`src/rtl/cart_pkg.sv`:
```
// ====================================================================
// Cartridge download constants
// Cheat record layout as a packed union of fields and byte lanes
// ====================================================================

package cart_pkg;

	// ================================================================
	// Download classification
	// ================================================================
	localparam logic [7:0] CHEAT_INDEX = 8'hff; // Cheat file slot
	localparam logic [4:0] GG_INDEX    = 5'd2;  // Handheld cart slot

	localparam int HEADER_BYTES = 512; // Optional copier header
	localparam int CHEAT_BYTES  = 16;

	// ================================================================
	// Cheat record
	// ================================================================
	// Fields from the top of the 128-bit word down
	typedef struct packed {
		logic [31:0] flags;
		logic [31:0] address;
		logic [31:0] compare;
		logic [31:0] replace;
	} cheat_fields_t;

	// Same word seen as 16 byte lanes, lane 15 on top
	typedef union packed {
		cheat_fields_t          f;
		logic [15:0][7:0]       lane;
	} cheat_code_t;

endpackage

```
`src/rtl/ce_pkg.sv`:
```
// ====================================================================
// Clock-enable divider length and firing phases
// ====================================================================

package ce_pkg;

	localparam int CE_DIV   = 30;
	localparam int CE_CNT_W = $clog2(CE_DIV);

	// One bit per counter phase, set where the enable fires
	localparam logic [CE_DIV-1:0] VDP_PHASES = (30'd1 << 4) | (30'd1 << 9) | (30'd1 << 14)
		| (30'd1 << 19) | (30'd1 << 24) | (30'd1 << 29);
	localparam logic [CE_DIV-1:0] PIX_PHASES = (30'd1 << 9) | (30'd1 << 19) | (30'd1 << 29);
	localparam logic [CE_DIV-1:0] CPU_PHASES = (30'd1 << 9) | (30'd1 << 24);

endpackage

```
`src/rtl/cart_geometry.sv`:
```
// ====================================================================
// Cartridge geometry tracker
// Address masks learned from the download, header detection,
// registered mapping of console ROM reads into the image
// ====================================================================
`timescale 1ns/10ps

module cart_geometry #(
	parameter int ADDR_W = 22
) (
	input  logic              clk_sys,
	input  logic              rst_n,
	input  logic              cart_byte,
	input  logic              cart_end,
	input  logic [ADDR_W-1:0] byte_addr,
	input  logic [ADDR_W-1:0] cpu_rom_addr,
	output logic [ADDR_W-1:0] mem_rd_addr
);

	localparam logic [ADDR_W-1:0] HDR_OFS = ADDR_W'(cart_pkg::HEADER_BYTES);
	localparam int HDR_BIT = $clog2(cart_pkg::HEADER_BYTES); // Bit 9 for 512

	logic [ADDR_W-1:0] mask;
	logic [ADDR_W-1:0] mask512;    // Mask for images behind a header
	logic [ADDR_W-1:0] last_p1;    // Last address + 1, the image size
	logic              has_hdr;

	// ================================================================
	// Learn geometry while bytes stream in
	// ================================================================
	always_ff @(posedge clk_sys or negedge rst_n) begin
		if (!rst_n) begin
			mask    <= '0;
			mask512 <= '0;
			last_p1 <= '0;
			has_hdr <= 1'b0;
		end else begin
			if (cart_byte) begin
				mask    <= (byte_addr == '0) ? '0 : (mask | byte_addr);
				mask512 <= (byte_addr == HDR_OFS) ? '0 : (mask512 | (byte_addr - HDR_OFS));
				last_p1 <= byte_addr + 1'b1;
			end
			if (cart_end)
				has_hdr <= last_p1[HDR_BIT]; // Odd 512-byte size means a header
		end
	end

	// ================================================================
	// ROM read mapping
	// ================================================================
	always_ff @(posedge clk_sys) begin
		if (has_hdr)
			mem_rd_addr <= (cpu_rom_addr + HDR_OFS) & mask512;
		else
			mem_rd_addr <= cpu_rom_addr & mask;
	end

endmodule

```
`src/rtl/ce_gen.sv`:
```
// ====================================================================
// Divide-by-30 clock-enable generator
// CPU, VDP, pixel and sprite enables from one phase counter
// ====================================================================
`timescale 1ns/10ps

module ce_gen (
	input  logic clk_sys,
	input  logic rst_n,
	output logic ce_cpu,
	output logic ce_vdp,
	output logic ce_pix,
	output logic ce_sp
);

	logic [ce_pkg::CE_CNT_W-1:0] phase;

	// Phase counter, wraps after CE_DIV states
	always_ff @(posedge clk_sys or negedge rst_n) begin
		if (!rst_n) begin
			phase <= '0;
		end else if (phase == ce_pkg::CE_CNT_W'(ce_pkg::CE_DIV - 1)) begin
			phase <= '0;
		end else begin
			phase <= phase + 1'b1;
		end
	end

	// Enables land one edge after their phase
	always_ff @(posedge clk_sys or negedge rst_n) begin
		if (!rst_n) begin
			ce_cpu <= 1'b0;
			ce_vdp <= 1'b0;
			ce_pix <= 1'b0;
			ce_sp  <= 1'b0;
		end else begin
			ce_cpu <= ce_pkg::CPU_PHASES[phase];
			ce_vdp <= ce_pkg::VDP_PHASES[phase];
			ce_pix <= ce_pkg::PIX_PHASES[phase];
			ce_sp  <= phase[0]; // Even length keeps this toggling every cycle
		end
	end

endmodule

```
`src/rtl/cheat_assembler.sv`:
```
// ====================================================================
// Cheat record assembler
// Packs 16 downloaded bytes into one flags/address/compare/replace word
// ====================================================================
`timescale 1ns/10ps

module cheat_assembler (
	input  logic                     clk_sys,
	input  logic                     rst_n,
	input  logic                     cheat_byte,
	input  logic [3:0]               byte_addr,
	input  logic [7:0]               byte_data,
	output logic                     cheat_valid,
	output cart_pkg::cheat_code_t    cheat_code
);

	logic [3:0] lane_sel;
	logic       last_byte;

	// Offset groups 0..3 map to fields top down, each field LSB first.
	// Group g lands in lanes (3-g)*4 .. (3-g)*4+3
	assign lane_sel  = {~byte_addr[3:2], byte_addr[1:0]};
	assign last_byte = (byte_addr == 4'(cart_pkg::CHEAT_BYTES - 1));

	// Record storage, written one lane per byte
	always_ff @(posedge clk_sys) begin
		if (cheat_byte)
			cheat_code.lane[lane_sel] <= byte_data;
	end

	// Strobe once the final lane has been stored
	always_ff @(posedge clk_sys or negedge rst_n) begin
		if (!rst_n) begin
			cheat_valid <= 1'b0;
		end else begin
			cheat_valid <= cheat_byte & last_byte;
		end
	end

endmodule

```
`src/rtl/download_router.sv`:
```
// ====================================================================
// Host download router
// Separates cartridge and cheat bytes, flags download start and end
// ====================================================================
`timescale 1ns/10ps

module download_router #(
	parameter int ADDR_W = 22
) (
	input  logic              clk_sys,
	input  logic              rst_n,
	input  logic              ioctl_download,
	input  logic [7:0]        ioctl_index,
	input  logic              ioctl_wr,
	input  logic [ADDR_W-1:0] ioctl_addr,
	input  logic [7:0]        ioctl_dout,
	output logic              cart_start,
	output logic              cart_end,
	output logic              cart_byte,
	output logic              cheat_byte,
	output logic [ADDR_W-1:0] byte_addr,
	output logic [7:0]        byte_data,
	output logic              is_gg
);

	logic is_cheat;
	logic cart_dl;
	logic cart_dl_q;

	assign is_cheat = (ioctl_index == cart_pkg::CHEAT_INDEX);
	assign cart_dl  = ioctl_download & ~is_cheat;

	always_ff @(posedge clk_sys or negedge rst_n) begin
		if (!rst_n) begin
			cart_dl_q  <= 1'b0;
			cart_start <= 1'b0;
			cart_end   <= 1'b0;
			cart_byte  <= 1'b0;
			cheat_byte <= 1'b0;
			is_gg      <= 1'b0;
		end else begin
			cart_dl_q  <= cart_dl;
			cart_start <= cart_dl & ~cart_dl_q; // Rising edge of cart download
			cart_end   <= ~cart_dl & cart_dl_q;
			cart_byte  <= ioctl_wr & cart_dl;
			cheat_byte <= ioctl_wr & ioctl_download & is_cheat;
			if (ioctl_wr && cart_dl)
				is_gg <= (ioctl_index[4:0] == cart_pkg::GG_INDEX);
		end
	end

	// Byte payload shared by both streams
	always_ff @(posedge clk_sys) begin
		if (ioctl_wr) begin
			byte_addr <= ioctl_addr;
			byte_data <= ioctl_dout;
		end
	end

endmodule

```
`src/rtl/rom_write_port.sv`:
```
// ====================================================================
// ROM write port
// Toggle request/acknowledge writer with host back-pressure
// ====================================================================
`timescale 1ns/10ps

module rom_write_port #(
	parameter int WADDR_W = 24
) (
	input  logic               clk_sys,
	input  logic               rst_n,
	input  logic               cart_start,
	input  logic               cart_byte,
	input  logic [7:0]         byte_data,
	input  logic               rom_wr_ack,
	output logic               rom_wr_req,
	output logic [WADDR_W-1:0] rom_wr_addr,
	output logic [7:0]         rom_wr_data,
	output logic               ioctl_wait
);

	logic pending;
	logic done;

	assign done = pending & (rom_wr_ack == rom_wr_req);

	// Also high in the cycle before the request toggles
	assign ioctl_wait = pending | cart_byte;

	// Handshake state
	always_ff @(posedge clk_sys or negedge rst_n) begin
		if (!rst_n) begin
			rom_wr_req <= 1'b0;
			pending    <= 1'b0;
		end else if (cart_byte) begin
			rom_wr_req <= ~rom_wr_req; // New request when req != ack
			pending    <= 1'b1;
		end else if (done) begin
			pending    <= 1'b0;
		end
	end

	// Write address, restarts at each download
	always_ff @(posedge clk_sys or negedge rst_n) begin
		if (!rst_n) begin
			rom_wr_addr <= '0;
		end else if (cart_start) begin
			rom_wr_addr <= '0;
		end else if (done) begin
			rom_wr_addr <= rom_wr_addr + 1'b1;
		end
	end

	// Data held stable while the request is open
	always_ff @(posedge clk_sys) begin
		if (cart_byte)
			rom_wr_data <= byte_data;
	end

endmodule

```
`src/rtl/sms_loader_top.sv`:
```
// ====================================================================
// Loader front end top level
// Download routing, ROM writer, geometry, cheats and clock enables
// ====================================================================
`timescale 1ns/10ps

module sms_loader_top #(
	parameter int ADDR_W  = 22,
	parameter int WADDR_W = 24
) (
	input  logic                  clk_sys,
	input  logic                  rst_n,
	// Host download stream
	input  logic                  ioctl_download,
	input  logic [7:0]            ioctl_index,
	input  logic                  ioctl_wr,
	input  logic [ADDR_W-1:0]     ioctl_addr,
	input  logic [7:0]            ioctl_dout,
	output logic                  ioctl_wait,
	// ROM write port
	output logic                  rom_wr_req,
	output logic [WADDR_W-1:0]    rom_wr_addr,
	output logic [7:0]            rom_wr_data,
	input  logic                  rom_wr_ack,
	// ROM read mapping
	input  logic [ADDR_W-1:0]     cpu_rom_addr,
	output logic [ADDR_W-1:0]     mem_rd_addr,
	// Cheats and console controls
	output logic                  cheat_valid,
	output cart_pkg::cheat_code_t cheat_code,
	output logic                  is_gg,
	output logic                  ce_cpu,
	output logic                  ce_vdp,
	output logic                  ce_pix,
	output logic                  ce_sp
);

	logic              cart_start;
	logic              cart_end;
	logic              cart_byte;
	logic              cheat_byte;
	logic [ADDR_W-1:0] byte_addr;
	logic [7:0]        byte_data;

	// ================================================================
	// Input side
	// ================================================================
	download_router #(.ADDR_W(ADDR_W)) u_router (
		.clk_sys       (clk_sys),
		.rst_n         (rst_n),
		.ioctl_download(ioctl_download),
		.ioctl_index   (ioctl_index),
		.ioctl_wr      (ioctl_wr),
		.ioctl_addr    (ioctl_addr),
		.ioctl_dout    (ioctl_dout),
		.cart_start    (cart_start),
		.cart_end      (cart_end),
		.cart_byte     (cart_byte),
		.cheat_byte    (cheat_byte),
		.byte_addr     (byte_addr),
		.byte_data     (byte_data),
		.is_gg         (is_gg)
	);

	// ================================================================
	// Processing
	// ================================================================
	cart_geometry #(.ADDR_W(ADDR_W)) u_geometry (
		.clk_sys     (clk_sys),
		.rst_n       (rst_n),
		.cart_byte   (cart_byte),
		.cart_end    (cart_end),
		.byte_addr   (byte_addr),
		.cpu_rom_addr(cpu_rom_addr),
		.mem_rd_addr (mem_rd_addr)
	);

	cheat_assembler u_cheat (
		.clk_sys    (clk_sys),
		.rst_n      (rst_n),
		.cheat_byte (cheat_byte),
		.byte_addr  (byte_addr[3:0]), // Offset within the record
		.byte_data  (byte_data),
		.cheat_valid(cheat_valid),
		.cheat_code (cheat_code)
	);

	ce_gen u_ce_gen (
		.clk_sys(clk_sys),
		.rst_n  (rst_n),
		.ce_cpu (ce_cpu),
		.ce_vdp (ce_vdp),
		.ce_pix (ce_pix),
		.ce_sp  (ce_sp)
	);

	// ================================================================
	// Output side
	// ================================================================
	rom_write_port #(.WADDR_W(WADDR_W)) u_rom_wr (
		.clk_sys    (clk_sys),
		.rst_n      (rst_n),
		.cart_start (cart_start),
		.cart_byte  (cart_byte),
		.byte_data  (byte_data),
		.rom_wr_ack (rom_wr_ack),
		.rom_wr_req (rom_wr_req),
		.rom_wr_addr(rom_wr_addr),
		.rom_wr_data(rom_wr_data),
		.ioctl_wait (ioctl_wait)
	);

endmodule

```
`config.mk`:
```
export PLATFORM = sky130hd
export DESIGN_NAME = sms_loader_top
export DESIGN_NICKNAME = d
export VERILOG_FILES = /design/src/rtl/cart_pkg.sv /design/src/rtl/ce_pkg.sv /design/src/rtl/cart_geometry.sv /design/src/rtl/ce_gen.sv /design/src/rtl/cheat_assembler.sv /design/src/rtl/download_router.sv /design/src/rtl/rom_write_port.sv /design/src/rtl/sms_loader_top.sv
export SDC_FILE = /design/constraint.sdc
export NUM_CORES = 1
export LEC_CHECK = 0
export ABC_AREA = 1
export BUFFER_PORTS_ARGS = -buffer_cell sky130_fd_sc_hd__buf_2
export CAP_MARGIN = 0
export CORE_AREA = 2 2 133 168
export DETAILED_ROUTE_END_ITERATION = 16
export DIE_AREA = 0 0 135 170
export PLACE_DENSITY = 0.73
export SYNTH_ARGS = -nofsm -noshare
export SYNTH_HDL_FRONTEND = slang
export SYNTH_HIERARCHICAL = 1
export SYNTH_SLANG_ARGS = --single-unit
```
`constraint.sdc`:
```
create_clock -name clk_sys -period 4.7 [get_ports clk_sys]
set_input_delay 0.235 -clock clk_sys [delete_from_list [all_inputs] [get_ports clk_sys]]
set_output_delay 0.235 -clock clk_sys [all_outputs]
set_load 0.1 [all_outputs]
```
==> impl_metrics.yaml <==
pwr:
  p_total_uw: 5387
  power.leakage_uw: 0.005761
  power_density_nw_per_um2: 402.7
  max-vdd-ir-drop_mv: 0.2673
status:
  outcome: "finished, final reports clean"
route:
  routedWlPerCell_um: 16.31
  wirelength_mm: 24.73
  vias_per_cell: 5.011
  drtIter0Drc: 589
  antenna_left: 0
  post-route-drc-count: 0
  drtPass1Iterations: 4
  dr_total_vias: 7596
sta:
  tightestPinTransition_ns: 1.164
  setup_viol_count_final: 0
  timing.fmax_mhz: 442.0
  period_needed_ns: 2.262
  max-slew-margin-rel_pct: 22.13
  finalSetupTns_ns: 0
  hold_violations: 0
  slew_viol_final: 0
  period_share_pct: 48.13
  fin_skew_ns: 0.02574
  rsz0062_at_grt: "no"
critical_path:
  reg2regPathDepth: 6
  rr_endpoint: "u_geometry/mask[13]"
  arrival_ns: 2.03
  cp-start-kind: "flop"
  cp_data_required_time_ns: 4.47
  cp-startpoint: "u_router/cart_byte"
  r2r-start: "u_router/byte_addr[2]"
  worst_setup_path_end_kind: "output pin"
  crit_fanout: 53
  ff2ff_setup_slack_ns: 2.47
  path_class: "flop to output pin"
synthesis:
  synth_top_cell_by_area: "edfxtp_1"
  ys_types: 33
  yosysTopAreaCellShare_pct: 47.27
  avgSynthCellArea_sq_um: 11.70
  synth_nets: 976
  ys_warn_count: 6
  netlist_area_sq_um: 10550
  yosys-top-cells-area: "edfxtp_1 47%, dfrtp_1 21%, nand2_1 5.2%, nor2_1 4.9%, dfxtp_1 4.2%"
  synth-seq-area-share_pct: 72.33
  syn_inst: 901
  ys_ff_latch: 276
place:
  place_congestion: 0.8385
  dp_hpwl_mm: 16.88
  numPortBuffers: 254
layout:
  fill_cells: 1662
  multi_input_area_sq_um: 2445
  seq_area_sq_um: 7629
  area_delta_synth_final_pct: 26.86
  nets: 1291
  drive_above_1_share_pct: 27.75
worst_hold_path:
  hold_path_class: "input pin to flop"
  min_to: "u_geometry/mem_rd_addr[15]"
  holdPathStages: 3
  worstHoldStart: "cpu_rom_addr[15]"
clocking:
  clockRootBuffer: "clkbuf_16"
  postCtsSetupRepairBufs: 0
  clkTransAtPathRegs_ns: 0.07
  clock-sinks: 276
  cts_tree: "yes"
  cts_max_path_buffers: 3
  clk_latency_ns: 0.54
  cts_resized: 0
  htreeDepth: 1
  cts_made_buffers: 26
floorplanning:
  rows: 60
  die_w_um: 135
  initial_core_util_pct: 49.46
  num_io_pins: 255
  core-area_sq_um: 21320
  dieArea_sq_um: 22950
  die_y_um: 170
global_routing:
  grt_max_degree: 72
  grt_usage_pct: 21.32
  grt_pass1_wl_mm: 38.13
  grt_overflow_total: 0
  grt_pass1_vias: 7224
  antenna_found_initial: 1
flow_run:
  cap_viol_max_count: 0
==> cells in the final DEF (no fill, tap or decap), types with 2 or more instances in the layout <==
cell           Yosys  layout
a21oi_1           59      59
buf_2              3     253
buf_4              4       3
clkbuf_1           7       4
clkbuf_16          0      26
clkinv_1           0       2
clkinv_2           0       6
clkinv_4           0       3
clkinvlp_4         0       2
dfrtp_1           88      87
dfxtp_1           22      22
dlygate4sd3_1      0      50
edfxtp_1         166     166
ha_1              10      10
inv_1             85      85
inv_2              7       7
nand2_1          146     146
nand2_2            6       6
nand3_1           58      58
nand3_2            2       2
nand4_1           13      13
nor2_1           138     138
nor2_2            22      22
nor2_4             4       4
nor3_1             8       8
nor3_4             2       2
o211ai_1           2       2
o21ai_0           33      33
xor2_1             2       2
==> synth_stat cells <==
| master | instances |
|---|---|
| a21oi_1 | 59 |
| a22oi_1 | 1 |
| a31oi_1 | 1 |
| buf_2 | 3 |
| buf_4 | 4 |
| buf_6 | 5 |
| clkbuf_1 | 7 |
| dfrtp_1 | 88 |
| dfxtp_1 | 22 |
| edfxtp_1 | 166 |
| ha_1 | 10 |
| inv_1 | 85 |
| inv_2 | 7 |
| nand2_1 | 146 |
| nand2_2 | 6 |
| nand3_1 | 58 |
| nand3_2 | 2 |
| nand3_4 | 1 |
| nand3b_1 | 1 |
| nand4_1 | 13 |
| nor2_1 | 138 |
| nor2_2 | 22 |
| nor2_4 | 4 |
| nor3_1 | 8 |
| nor3_4 | 2 |
| nor3b_1 | 1 |
| o211ai_1 | 2 |
| o21ai_0 | 33 |
| o21bai_1 | 1 |
| o31ai_1 | 1 |
| or2_0 | 1 |
| xnor2_1 | 1 |
| xor2_1 | 2 |
==> how the worst max path moves through the flow <==
stage	end	cells after the start	slack (ns)
floorplan	u_rom_wr/rom_wr_addr[20]	9	2.63
global placement	u_geometry/mask[21]	6	2.64
detailed placement	u_geometry/mask[13]	6	2.50
CTS	ioctl_wait	4	2.39
global route	ioctl_wait	4	2.24
finish	ioctl_wait	4	2.44
==> cells by family after synthesis <==
kind of cell / synth area share [%]
simple gates: 16.97
flops: 72.33
buf+inv: 4.485
compound gates: 4.782
fa+ha+maj: 1.187
xor+xnor: 0.2492
==> stage by stage <==
| step | setup WS, ns | utilization [%] | std cells | area, sq um | hold WS [ns] |
|---|---|---|---|---|---|
| floorplan | 2.633 | - | 901 | 10550 | -0.06059 |
| global placement | 2.641 | 56.55 | 1417 | 12060 | 0.1254 |
| detailed placement | 2.502 | 56.55 | 1417 | 12060 | 0.1276 |
| CTS | 2.389 | 62.73 | 1515 | 13380 | 0.01959 |
| global route | 2.240 | 62.75 | 1516 | 13380 | 0.05167 |
| finish | 2.438 | 62.75 | 1516 | 13380 | 0.02770 |
==> flip-flops by register name (all words and copies together), names as in the netlist, 5 cells and up <==
| signal | cells |
|---|---|
| u_router/byte_data | 8 |
| u_geometry/mask512 | 22 |
| u_router/byte_addr | 22 |
| u_cheat/cheat_code | 128 |
| u_geometry/mask | 22 |
| u_rom_wr/rom_wr_data | 8 |
| u_rom_wr/rom_wr_addr | 24 |
| u_ce_gen/phase | 5 |
| u_geometry/mem_rd_addr | 22 |
==> final cells by class <==
class	instances	share of cell area, %
antenna	1	0.01871
clock buffer	31	5.079
clock inverter	17	1.038
inverter	92	2.581
multi-input combinational	514	18.28
sequential	276	57.02
tap	279	2.609
timing repair buffer	306	13.37
==> critical path, stage by stage (launching register included) <==
cell     delay, ns
dfrtp_2       0.36
buf_4         0.51
inv_1         0.11
nand2_1       0.09
buf_2         0.42
==> power by group <==
part	leakage [uW]	internal [uW]	total, uW	switching, uW
combinational	0.00269	129	641	512
clock	0.000397	1100	1990	891
sequential	0.00268	2660	2760	95.8
total	0.00576	3890	5390	1500
==> repair_timing <==
item / in CTS / in global routing
hold buffers: 50 / 0
endpoints found under the hold margin: 69 / 0
setup endpoints to repair: 0 / 0
==> routing by layer <==
metal / vias up / routed length, um / track usage [%] / share of wire (%)
met5: - / 0 / 0 / 0
met3: 44 / 1667 / 3.217 / 6.7
met1: 3559 / 10000 / 26.41 / 40
li1: 3647 / - / - / -
met2: 346 / 12540 / 38.89 / 51
met4: 0 / 516 / 5.752 / 2.1
No activity file was read; power rests on OpenSTA's default activity.
